## config.mk

```make
export PLATFORM = sky130hd
export DESIGN_NAME = ddr_request_controller
export DESIGN_NICKNAME = d
export VERILOG_FILES = /design/src/rtl/ddr_ctrl_pkg.sv /design/src/rtl/burst_lock.sv /design/src/rtl/priority_arbiter.sv /design/src/rtl/read_return_router.sv /design/src/rtl/ddr_request_controller.sv
export SDC_FILE = /design/constraint.sdc
export NUM_CORES = 1
export LEC_CHECK = 0
export BUFFER_PORTS_ARGS = -buffer_cell sky130_fd_sc_hd__buf_2
export CAP_MARGIN = 20
export CORE_AREA = 4 4 367 369
export DETAILED_ROUTE_END_ITERATION = 10
export DIE_AREA = 0 0 371 373
export GPL_TIMING_DRIVEN = 0
export PLACE_DENSITY_LB_ADDON = 0.3
export SYNTH_ARGS = -nofsm -noshare
export SYNTH_HDL_FRONTEND = slang
export SYNTH_SLANG_ARGS = --single-unit
```

## constraint.sdc

```tcl
create_clock -name clk -period 3.4 [get_ports clk]
set_input_delay 0.68 -clock clk [delete_from_list [all_inputs] [get_ports clk]]
set_output_delay 0.68 -clock clk [all_outputs]
set_load 0.02 [all_outputs]
```

## src/rtl/ddr_ctrl_pkg.sv

```systemverilog
package ddr_ctrl_pkg;

    // ************************************************************************
    // widths of the DDR2 FIFO interface
    // ************************************************************************

    // DDR2 address width as seen by the af
    localparam int ADDR_W = 31;
    // one write beat on the wdf
    localparam int DATA_W = 128;
    // one mask bit per data byte
    localparam int MASK_W = DATA_W / 8;
    // af command field
    localparam int CMD_W = 3;
    // read tickets, wider than the deepest FIFO so wrap is harmless
    localparam int TICKET_W = 11;

    // af command codes
    localparam logic [CMD_W-1:0] CMD_WRITE = 3'd0;
    localparam logic [CMD_W-1:0] CMD_READ = 3'd1;

    // every read comes back as this many rdf beats
    localparam int BEATS_PER_READ = 2;
    // low bits of the beat counter that index a beat inside one read
    localparam int BEAT_IDX_W = $clog2(BEATS_PER_READ);
    // counter of beats still owed to a cache ticket
    localparam int LEFT_W = $clog2(BEATS_PER_READ + 1);
    // caches that hold read tickets (icache, dcache)
    localparam int N_CACHE = 2;

    // owner of the DDR2 FIFOs for the current cycle
    typedef enum logic [2:0] {
        NONE   = 3'd0,
        ICACHE = 3'd1,
        DCACHE = 3'd2,
        PIXEL  = 3'd3,
        FILLER = 3'd4,
        LINE   = 3'd5
    } client_e;

    // ************************************************************************
    // request bundles, one per kind of client
    // ************************************************************************

    // caches read and write
    typedef struct packed {
        logic [CMD_W-1:0]  cmd;
        logic [ADDR_W-1:0] addr;
        logic [DATA_W-1:0] wdata;
        logic [MASK_W-1:0] mask;
        logic              af_wr;
        logic              wdf_wr;
    } cache_req_t;

    // filler and line engine only write
    typedef struct packed {
        logic [ADDR_W-1:0] addr;
        logic [DATA_W-1:0] wdata;
        logic [MASK_W-1:0] mask;
        logic              af_wr;
        logic              wdf_wr;
    } wr_req_t;

    // pixel feeder only reads
    typedef struct packed {
        logic [ADDR_W-1:0] addr;
        logic              af_wr;
    } rd_req_t;

    // write side of the af and wdf
    typedef struct packed {
        logic [CMD_W-1:0]  cmd;
        logic [ADDR_W-1:0] addr;
        logic              af_wr_en;
        logic [DATA_W-1:0] wdata;
        logic [MASK_W-1:0] mask;
        logic              wdf_wr_en;
    } ddr_wr_t;

    // stall flags back to every client
    typedef struct packed {
        logic icache_af_full;
        logic icache_wdf_full;
        logic dcache_af_full;
        logic dcache_wdf_full;
        logic pixel_af_full;
        logic pixel_wdf_full;
        logic filler_af_full;
        logic filler_wdf_full;
        logic line_af_full;
        logic line_wdf_full;
    } client_full_t;

endpackage

```

## src/rtl/burst_lock.sv

```systemverilog
`timescale 1ns/1ps

module burst_lock (
    input  logic                  clk,
    input  logic                  rst,
    input  ddr_ctrl_pkg::client_e i_grant,
    input  logic                  i_fifo_ready,
    output logic                  o_filler_locked,
    output logic                  o_line_locked
);

    // ************************************************************************
    // mid-burst reservation
    // the filler and the line engine run on their own and push a write as
    // two beats; between them no other client may take the FIFOs or the
    // address and data streams get interleaved
    // ************************************************************************

    // a beat counts only when the client holds the grant and both FIFOs
    // had room, i.e. the strobes really went out
    logic filler_beat;
    logic line_beat;

    assign filler_beat = i_fifo_ready && (i_grant == ddr_ctrl_pkg::FILLER);
    assign line_beat   = i_fifo_ready && (i_grant == ddr_ctrl_pkg::LINE);

    // flag flips on every accepted beat
    // odd beat count -> burst is open -> lock set
    // even beat count -> burst closed -> lock clear
    always_ff @(posedge clk) begin
        if (rst) begin
            o_filler_locked <= 1'b0;
            o_line_locked   <= 1'b0;
        end else begin
            if (filler_beat) begin
                o_filler_locked <= ~o_filler_locked;
            end
            if (line_beat) begin
                o_line_locked <= ~o_line_locked;
            end
        end
    end

    // back-pressure leaves both flags alone since no beat is accepted

endmodule

```

## src/rtl/priority_arbiter.sv

```systemverilog
`timescale 1ns/1ps

module priority_arbiter (
    input  ddr_ctrl_pkg::cache_req_t   i_icache,
    input  ddr_ctrl_pkg::cache_req_t   i_dcache,
    input  ddr_ctrl_pkg::rd_req_t      i_pixel,
    input  ddr_ctrl_pkg::wr_req_t      i_filler,
    input  ddr_ctrl_pkg::wr_req_t      i_line,
    input  logic                       i_af_full,
    input  logic                       i_wdf_full,
    input  logic                       i_filler_locked,
    input  logic                       i_line_locked,
    output ddr_ctrl_pkg::client_e      o_grant,
    output logic                       o_fifo_ready,
    output ddr_ctrl_pkg::ddr_wr_t      o_ddr,
    output ddr_ctrl_pkg::client_full_t o_full
);

    // raw request levels per client
    logic icache_req;
    logic dcache_req;
    logic pixel_req;
    logic filler_req;
    logic line_req;
    // either write burst still open
    logic any_lock;
    // both FIFOs can take a beat
    logic fifo_ready;
    ddr_ctrl_pkg::client_e grant;
    // granted payload before the strobes are gated by FIFO space
    ddr_ctrl_pkg::ddr_wr_t sel;

    // a client wants the FIFOs while it holds any strobe
    assign icache_req = i_icache.af_wr || i_icache.wdf_wr;
    assign dcache_req = i_dcache.af_wr || i_dcache.wdf_wr;
    assign pixel_req  = i_pixel.af_wr;
    assign filler_req = i_filler.af_wr || i_filler.wdf_wr;
    assign line_req   = i_line.af_wr || i_line.wdf_wr;

    assign any_lock   = i_filler_locked || i_line_locked;
    assign fifo_ready = !i_af_full && !i_wdf_full;

    // ************************************************************************
    // fixed priority, icache first and line engine last
    // an open burst shuts out everyone but its owner
    // ************************************************************************

    always_comb begin
        grant = ddr_ctrl_pkg::NONE;
        if (!any_lock && icache_req) begin
            grant = ddr_ctrl_pkg::ICACHE;
        end else if (!any_lock && dcache_req) begin
            grant = ddr_ctrl_pkg::DCACHE;
        end else if (!any_lock && pixel_req) begin
            grant = ddr_ctrl_pkg::PIXEL;
        end else if (!i_line_locked && filler_req) begin
            grant = ddr_ctrl_pkg::FILLER;
        end else if (!i_filler_locked && line_req) begin
            grant = ddr_ctrl_pkg::LINE;
        end
    end

    // ************************************************************************
    // payload mux onto the af and wdf write side
    // ************************************************************************

    always_comb begin
        sel = '0;
        case (grant)
            ddr_ctrl_pkg::ICACHE: begin
                sel.cmd       = i_icache.cmd;
                sel.addr      = i_icache.addr;
                sel.af_wr_en  = i_icache.af_wr;
                sel.wdata     = i_icache.wdata;
                sel.mask      = i_icache.mask;
                sel.wdf_wr_en = i_icache.wdf_wr;
            end
            ddr_ctrl_pkg::DCACHE: begin
                sel.cmd       = i_dcache.cmd;
                sel.addr      = i_dcache.addr;
                sel.af_wr_en  = i_dcache.af_wr;
                sel.wdata     = i_dcache.wdata;
                sel.mask      = i_dcache.mask;
                sel.wdf_wr_en = i_dcache.wdf_wr;
            end
            // pixel reads never touch the wdf
            ddr_ctrl_pkg::PIXEL: begin
                sel.cmd      = ddr_ctrl_pkg::CMD_READ;
                sel.addr     = i_pixel.addr;
                sel.af_wr_en = i_pixel.af_wr;
                sel.mask     = '1;
            end
            ddr_ctrl_pkg::FILLER: begin
                sel.cmd       = ddr_ctrl_pkg::CMD_WRITE;
                sel.addr      = i_filler.addr;
                sel.af_wr_en  = i_filler.af_wr;
                sel.wdata     = i_filler.wdata;
                sel.mask      = i_filler.mask;
                sel.wdf_wr_en = i_filler.wdf_wr;
            end
            ddr_ctrl_pkg::LINE: begin
                sel.cmd       = ddr_ctrl_pkg::CMD_WRITE;
                sel.addr      = i_line.addr;
                sel.af_wr_en  = i_line.af_wr;
                sel.wdata     = i_line.wdata;
                sel.mask      = i_line.mask;
                sel.wdf_wr_en = i_line.wdf_wr;
            end
            default: ;
        endcase
    end

    // strobes only go out while both FIFOs have room
    always_comb begin
        o_ddr           = sel;
        o_ddr.af_wr_en  = sel.af_wr_en && fifo_ready;
        o_ddr.wdf_wr_en = sel.wdf_wr_en && fifo_ready;
    end

    // ************************************************************************
    // stall flags, everyone but the granted client sees full
    // ************************************************************************

    always_comb begin
        o_full = '1;
        case (grant)
            ddr_ctrl_pkg::ICACHE: begin
                o_full.icache_af_full  = !fifo_ready;
                o_full.icache_wdf_full = !fifo_ready;
            end
            ddr_ctrl_pkg::DCACHE: begin
                o_full.dcache_af_full  = !fifo_ready;
                o_full.dcache_wdf_full = !fifo_ready;
            end
            ddr_ctrl_pkg::PIXEL: begin
                o_full.pixel_af_full  = !fifo_ready;
                o_full.pixel_wdf_full = !fifo_ready;
            end
            ddr_ctrl_pkg::FILLER: begin
                o_full.filler_af_full  = !fifo_ready;
                o_full.filler_wdf_full = !fifo_ready;
            end
            ddr_ctrl_pkg::LINE: begin
                o_full.line_af_full  = !fifo_ready;
                o_full.line_wdf_full = !fifo_ready;
            end
            default: ;
        endcase
    end

    // grant and FIFO space feed the burst lock and the read router
    assign o_grant      = grant;
    assign o_fifo_ready = fifo_ready;

endmodule

```

## src/rtl/read_return_router.sv

```systemverilog
`timescale 1ns/1ps

module read_return_router (
    input  logic                                clk,
    input  logic                                rst,
    input  ddr_ctrl_pkg::client_e               i_grant,
    input  logic [ddr_ctrl_pkg::CMD_W-1:0]      i_ddr_cmd,
    input  logic                                i_af_accept,
    input  logic                                i_rdf_valid,
    input  logic                                i_icache_rd_en,
    input  logic                                i_dcache_rd_en,
    input  logic                                i_pixel_rd_en,
    output logic                                o_rdf_rd_en,
    output logic                                o_icache_rdf_valid,
    output logic                                o_dcache_rdf_valid,
    output logic                                o_pixel_rdf_valid
);

    localparam int SRV_W = ddr_ctrl_pkg::TICKET_W + ddr_ctrl_pkg::BEAT_IDX_W;

    // ************************************************************************
    // read bookkeeping
    // the caches do not stream reads, so each one only needs to remember
    // the number of its last read; returns come back in issue order and a
    // running count of popped beats tells whose read is at the rdf head
    // ************************************************************************

    // reads accepted into the af, all clients
    logic [ddr_ctrl_pkg::TICKET_W-1:0] issued_reads;
    // beats popped from the rdf; upper bits are the read number
    logic [SRV_W-1:0]                  serviced_beats;
    logic [ddr_ctrl_pkg::TICKET_W-1:0] serviced_read;
    // a read went into the af this cycle
    logic                              fetch_issued;
    // a beat left the rdf this cycle
    logic                              beat_pop;

    // per cache ticket, index 0 icache, index 1 dcache
    logic [ddr_ctrl_pkg::TICKET_W-1:0] tkt_num  [ddr_ctrl_pkg::N_CACHE];
    logic [ddr_ctrl_pkg::LEFT_W-1:0]   tkt_left [ddr_ctrl_pkg::N_CACHE];
    logic [ddr_ctrl_pkg::N_CACHE-1:0]  tkt_load;
    logic [ddr_ctrl_pkg::N_CACHE-1:0]  tkt_hit;

    assign fetch_issued  = i_af_accept && (i_ddr_cmd == ddr_ctrl_pkg::CMD_READ);
    assign beat_pop      = i_rdf_valid && o_rdf_rd_en;
    assign serviced_read = serviced_beats[SRV_W-1:ddr_ctrl_pkg::BEAT_IDX_W];

    // which cache owns the read being issued
    assign tkt_load[0] = fetch_issued && (i_grant == ddr_ctrl_pkg::ICACHE);
    assign tkt_load[1] = fetch_issued && (i_grant == ddr_ctrl_pkg::DCACHE);

    // ticket still owes beats and its read is at the head of the rdf
    always_comb begin
        for (int c = 0; c < ddr_ctrl_pkg::N_CACHE; c++) begin
            tkt_hit[c] = (tkt_left[c] != '0) && (tkt_num[c] == serviced_read);
        end
    end

    // counters wrap freely, only equality matters
    always_ff @(posedge clk) begin
        if (rst) begin
            issued_reads   <= '0;
            serviced_beats <= '0;
        end else begin
            if (fetch_issued) begin
                issued_reads <= issued_reads + 1'b1;
            end
            if (beat_pop) begin
                serviced_beats <= serviced_beats + 1'b1;
            end
        end
    end

    // load on issue, count down on each popped beat of that read
    always_ff @(posedge clk) begin
        if (rst) begin
            for (int c = 0; c < ddr_ctrl_pkg::N_CACHE; c++) begin
                tkt_num[c]  <= '0;
                tkt_left[c] <= '0;
            end
        end else begin
            for (int c = 0; c < ddr_ctrl_pkg::N_CACHE; c++) begin
                if (tkt_load[c]) begin
                    tkt_num[c]  <= issued_reads;
                    tkt_left[c] <= ddr_ctrl_pkg::LEFT_W'(ddr_ctrl_pkg::BEATS_PER_READ);
                end else if (tkt_hit[c] && beat_pop) begin
                    tkt_left[c] <= tkt_left[c] - 1'b1;
                end
            end
        end
    end

    // ************************************************************************
    // return steering, straight from rdf valid
    // ************************************************************************

    // head read belongs to a cache -> that cache pops, else the pixel feeder
    assign o_rdf_rd_en = tkt_hit[0] ? i_icache_rd_en :
                         tkt_hit[1] ? i_dcache_rd_en :
                                      i_pixel_rd_en;

    assign o_icache_rdf_valid = i_rdf_valid && tkt_hit[0];
    assign o_dcache_rdf_valid = i_rdf_valid && tkt_hit[1] && !tkt_hit[0];
    // anything unclaimed is pixel data
    assign o_pixel_rdf_valid  = i_rdf_valid && !(|tkt_hit);

endmodule

```

## src/rtl/ddr_request_controller.sv

```systemverilog
`timescale 1ns/1ps

module ddr_request_controller (
    input  logic                       clk,
    input  logic                       rst,

    // cache requests, read and write
    input  ddr_ctrl_pkg::cache_req_t   i_icache,
    input  ddr_ctrl_pkg::cache_req_t   i_dcache,
    // pixel feeder, read only
    input  ddr_ctrl_pkg::rd_req_t      i_pixel,
    // color filler and line engine, write only
    input  ddr_ctrl_pkg::wr_req_t      i_filler,
    input  ddr_ctrl_pkg::wr_req_t      i_line,

    // DDR2 FIFO status
    input  logic                       i_af_full,
    input  logic                       i_wdf_full,
    input  logic                       i_rdf_valid,

    // rdf pop strobes from the readers
    input  logic                       i_icache_rd_en,
    input  logic                       i_dcache_rd_en,
    input  logic                       i_pixel_rd_en,

    // DDR2 FIFO write side and rdf pop
    output ddr_ctrl_pkg::ddr_wr_t      o_ddr,
    output logic                       o_rdf_rd_en,

    // stall flags per client
    output ddr_ctrl_pkg::client_full_t o_full,

    // read return valids
    output logic                       o_icache_rdf_valid,
    output logic                       o_dcache_rdf_valid,
    output logic                       o_pixel_rdf_valid
);

    ddr_ctrl_pkg::client_e grant;
    logic                  fifo_ready;
    logic                  filler_locked;
    logic                  line_locked;

    // ************************************************************************
    // request side
    // ************************************************************************

    burst_lock u_burst_lock (
        .clk             (clk),
        .rst             (rst),
        .i_grant         (grant),
        .i_fifo_ready    (fifo_ready),
        .o_filler_locked (filler_locked),
        .o_line_locked   (line_locked)
    );

    priority_arbiter u_priority_arbiter (
        .i_icache        (i_icache),
        .i_dcache        (i_dcache),
        .i_pixel         (i_pixel),
        .i_filler        (i_filler),
        .i_line          (i_line),
        .i_af_full       (i_af_full),
        .i_wdf_full      (i_wdf_full),
        .i_filler_locked (filler_locked),
        .i_line_locked   (line_locked),
        .o_grant         (grant),
        .o_fifo_ready    (fifo_ready),
        .o_ddr           (o_ddr),
        .o_full          (o_full)
    );

    // ************************************************************************
    // return side
    // ************************************************************************

    read_return_router u_read_return_router (
        .clk                (clk),
        .rst                (rst),
        .i_grant            (grant),
        .i_ddr_cmd          (o_ddr.cmd),
        .i_af_accept        (o_ddr.af_wr_en),
        .i_rdf_valid        (i_rdf_valid),
        .i_icache_rd_en     (i_icache_rd_en),
        .i_dcache_rd_en     (i_dcache_rd_en),
        .i_pixel_rd_en      (i_pixel_rd_en),
        .o_rdf_rd_en        (o_rdf_rd_en),
        .o_icache_rdf_valid (o_icache_rdf_valid),
        .o_dcache_rdf_valid (o_dcache_rdf_valid),
        .o_pixel_rdf_valid  (o_pixel_rdf_valid)
    );

endmodule

```

==> qor.yml <==
power:
  p_per_area_mw_per_mm2: 198
  cellLeakagePower_nw: 8.65
  ir_drop_v: 0.000153
global_routing:
  met2_usage: 0.275
  grt_pass1_wl_mm: 158
  grt_pass1_vias: 13300
  met3_usage: 0.0540
  grt_usage: 0.178
  antenna_found_initial: 118
  grt-busiest-layer: "met2"
  use_met1: 0.237
  overflow: 0
  grt_max_degree: 15
run_status:
  violations: "negative setup slack"
  status: "complete, but fails checks"
sta:
  setup-violations-final: 149
  post-route-period-util: 1.25
  tightest_slew_ns: 1.42
  fmax_mhz: 236
  finalHoldViolCount: 0
  holdWs_ns: 0.499
  max_slew_margin: 0.0527
  rsz0062_at_grt: "true"
  drv_slew: 0
  timing.final.crit_period_ns: 4.23
  fin_worst_skew_ns: 0.00635
  setup_slack_ns: -0.835
synth:
  synth_ff_type: "edfxtp_1"
  synth_area_mm2: 0.00649
  syn_area_per_cell_um2: 6.90
  synth_cells: 940
  syn-num-nets: 1698
  synth_cell_types: 53
  async_flop_share: 0
  synth_edf_count: 26
  yosys_warnings: 0
  ys_seq_elements: 51
  ys_seq_area_frac: 0.197
place:
  dp_hpwl_mm: 116
  gp_congestion: 1.02
  place_area_mm2: 0.0136
  numPlacedInstances: 3654
  io_buffers: 947
cells_and_area:
  fin_cells: 3809
  final_area_mm2: 0.0184
  area_growth_pct: 183
  fillers: 15400
  fin_util: 0.140
  ff_latch_area_mm2: 0.00129
  nets: 2758
  multi_input_area_mm2: 0.00618
  layout-drive-gt1-share: 0.686
clocking:
  clk_latency_ns: 0.30
  cts.path.max_buffers: 2
  cts_tree: "yes"
  clk_pin_slew_ns: 0.07
  cts_max_level: 2
  cts-root-buf: "clkbuf_16"
  clock_sinks: 51
  cts_buffers: 5
drt:
  first_iter_violations: 2249
  first_pass_iters: 9
  vias_per_cell: 3.74
  drc: 0
  detail-route-antenna-nets: 0
  vias: 14200
  totalWireLength_mm: 132
  detail_route.wl_per_cell_um: 34.7
setup_path:
  critPathTopFamily: "compound AO/OA/AOI/OAI gates"
  crit-reg2reg-launch: "u_burst_lock.o_line_locked"
  critPathKind: "primary input to output pin"
  cp-start-kind: "primary input"
  end_kind: "output pin"
  critPathRequiredTime_ns: 2.72
  reg2reg_depth: 9
  reg2reg_slack_ns: 0.52
  critPathSlowestCell: "a222oi_1"
  cp.arrival_ns: 3.55
  reg2reg_to: "u_read_return_router.issued_reads[9]"
  crit_buf_inv: 6
  critPathMaxStageDelay_ns: 1.18
  cp_cell_sequence: "buf_2, o21bai_4, nor3_4, buf_6, clkbuf_16, buf_12, clkbuf_16, a222oi_1, nand2_2, buf_6"
  path_max_fanout: 3
die:
  die-area_mm2: 0.138
  core-area_mm2: 0.131
  initial_core_util: 0.0495
  die_h_um: 373
  io_pins: 948
  rows: 133
  fp.dieW_um: 371
worst_hold_path:
  holdPathStages: 2
  worstHoldStart: "u_read_return_router.issued_reads[10]"
  hold_path_class: "flop to flop"
  worstHoldEndpoint: "u_read_return_router.issued_reads[10]"
run:
  drv_cap: 0
## logic make-up after synthesis
family | after synthesis | share of synthesized area
compound gates | 231 | 0.333
xor+xnor | 29 | 0.0391
fa+ha+maj | 4 | 0.00771
buf+inv | 115 | 0.0702
flops | 51 | 0.197
mux | 12 | 0.0201
simple gates | 498 | 0.332
## worst max-delay path by stage
| stage | from | to | slack [ns] | depth (start not counted) |
|---|---|---|---|---|
| final | i_filler[0] | o_ddr[106] | -0.83 | 10 |
| after global routing | u_burst_lock.o_line_locked | o_ddr[106] | -0.63 | 10 |
| after CTS | u_burst_lock.o_filler_locked | o_ddr[106] | -0.65 | 10 |
| after detailed placement | i_dcache[0] | o_ddr[65] | -1.97 | 8 |
| after global placement | i_icache[1] | o_ddr[106] | -3.36 | 9 |
| after floorplan | i_dcache[0] | o_ddr[0] | 0.09 | 5 |
## power by group
| part | internal [mW] | switching [mW] |
|---|---|---|
| sequential | 0.657 | 0.00749 |
| combinational | 1.00 | 1.49 |
| clock | 0.269 | 0.227 |
| total | 1.93 | 1.72 |
## worst reg2reg max path: stages (launching register included)
cell	delay, ns
dfxtp_4	0.35
or2_4	0.26
buf_4	0.15
buf_4	0.15
a311oi_1	0.28
nand2_1	0.32
or3_1	0.46
buf_2	0.20
or4_1	0.51
a21oi_1	0.15
## cell usage in the layout (no fill, tap or decap), drive strengths merged, types with 4 or more instances in the layout
cell type,count
buf,1079
nand2,341
a222oi,171
clkbuf,79
diode,53
nand3,35
nor2,32
edfxtp,26
dfxtp,25
xnor2,20
o21ai,17
nand4,16
inv,15
and2,15
nor2b,12
xor2,9
nor3,9
a221o,8
mux2,8
a21oi,8
and3,7
or4,7
nand2b,5
nor4,5
or3,4
mux2i,4
ha,4
a31o,4
## synth_stat cells, types with 4 or more instances
library cell,n,share of area
a221o_1,8,0.012
xor2_1,9,0.012
and3_1,7,0.0067
buf_1,13,0.0075
inv_1,15,0.0087
or4_1,7,0.0081
nor3_1,9,0.0069
a21oi_1,8,0.0062
a222oi_1,171,0.26
nand4_1,16,0.015
ha_1,4,0.0077
nand2b_1,5,0.0048
clkbuf_1,80,0.046
nor2_1,32,0.019
and2_1,15,0.014
mux2_1,8,0.014
xnor2_1,20,0.027
dfxtp_1,25,0.077
or3_1,4,0.0039
buf_4,6,0.0069
nor4_1,5,0.0048
nor2b_1,12,0.012
nand2_1,341,0.20
o21ai_0,14,0.011
edfxtp_1,26,0.12
nand3_1,35,0.027
mux2i_1,4,0.0062
## flip-flops by register name (all words and copies together), names as in the netlist
| register | flops |
|---|---|
| u_read_return_router.serviced_beats | 12 |
| u_burst_lock.o_filler_locked | 1 |
| u_burst_lock.o_line_locked | 1 |
| u_read_return_router.issued_reads | 11 |
| u_read_return_router.tkt_left | 4 |
| u_read_return_router.tkt_num | 22 |
## metrics by stage
stage / power, mW / setup WS [ns] / TNS (ns)
floorplan: 1.32 / 0.0923 / 0
global placement: 2.60 / -3.36 / -536.30
detailed placement: 2.61 / -1.97 / -320.97
CTS: 3.46 / -0.648 / -39.80
global route: 3.74 / -0.629 / -49.42
finish: 3.65 / -0.835 / -41.35
## layer usage
layer | wire, um | part of all wire | up-vias
li1 | - | - | 5891
met1 | 55600 | 0.42 | 7051
met2 | 57500 | 0.44 | 1017
met3 | 13700 | 0.10 | 232
met4 | 4990 | 0.038 | 54
met5 | 356 | 0.0027 | -
## final cells by class
cell class | instances | area share
antenna | 53 | 0.00721
timing repair buffer | 1060 | 0.400
inverter | 15 | 0.00306
buffer | 93 | 0.0568
clock inverter | 2 | 0.000408
clock buffer | 6 | 0.00701
tap | 1755 | 0.119
sequential | 51 | 0.0701
multi-input combinational | 774 | 0.336
## repair_timing
action / CTS / global route
endpoints found under the setup margin: 251 / 195
setup buffers: 68 / 27
pin swaps: 123 / 120
gates resized for setup: 668 / 347
hold buffers: 0 / 0
cloned: 10 / 6
Power figures use the tool's default switching activity.
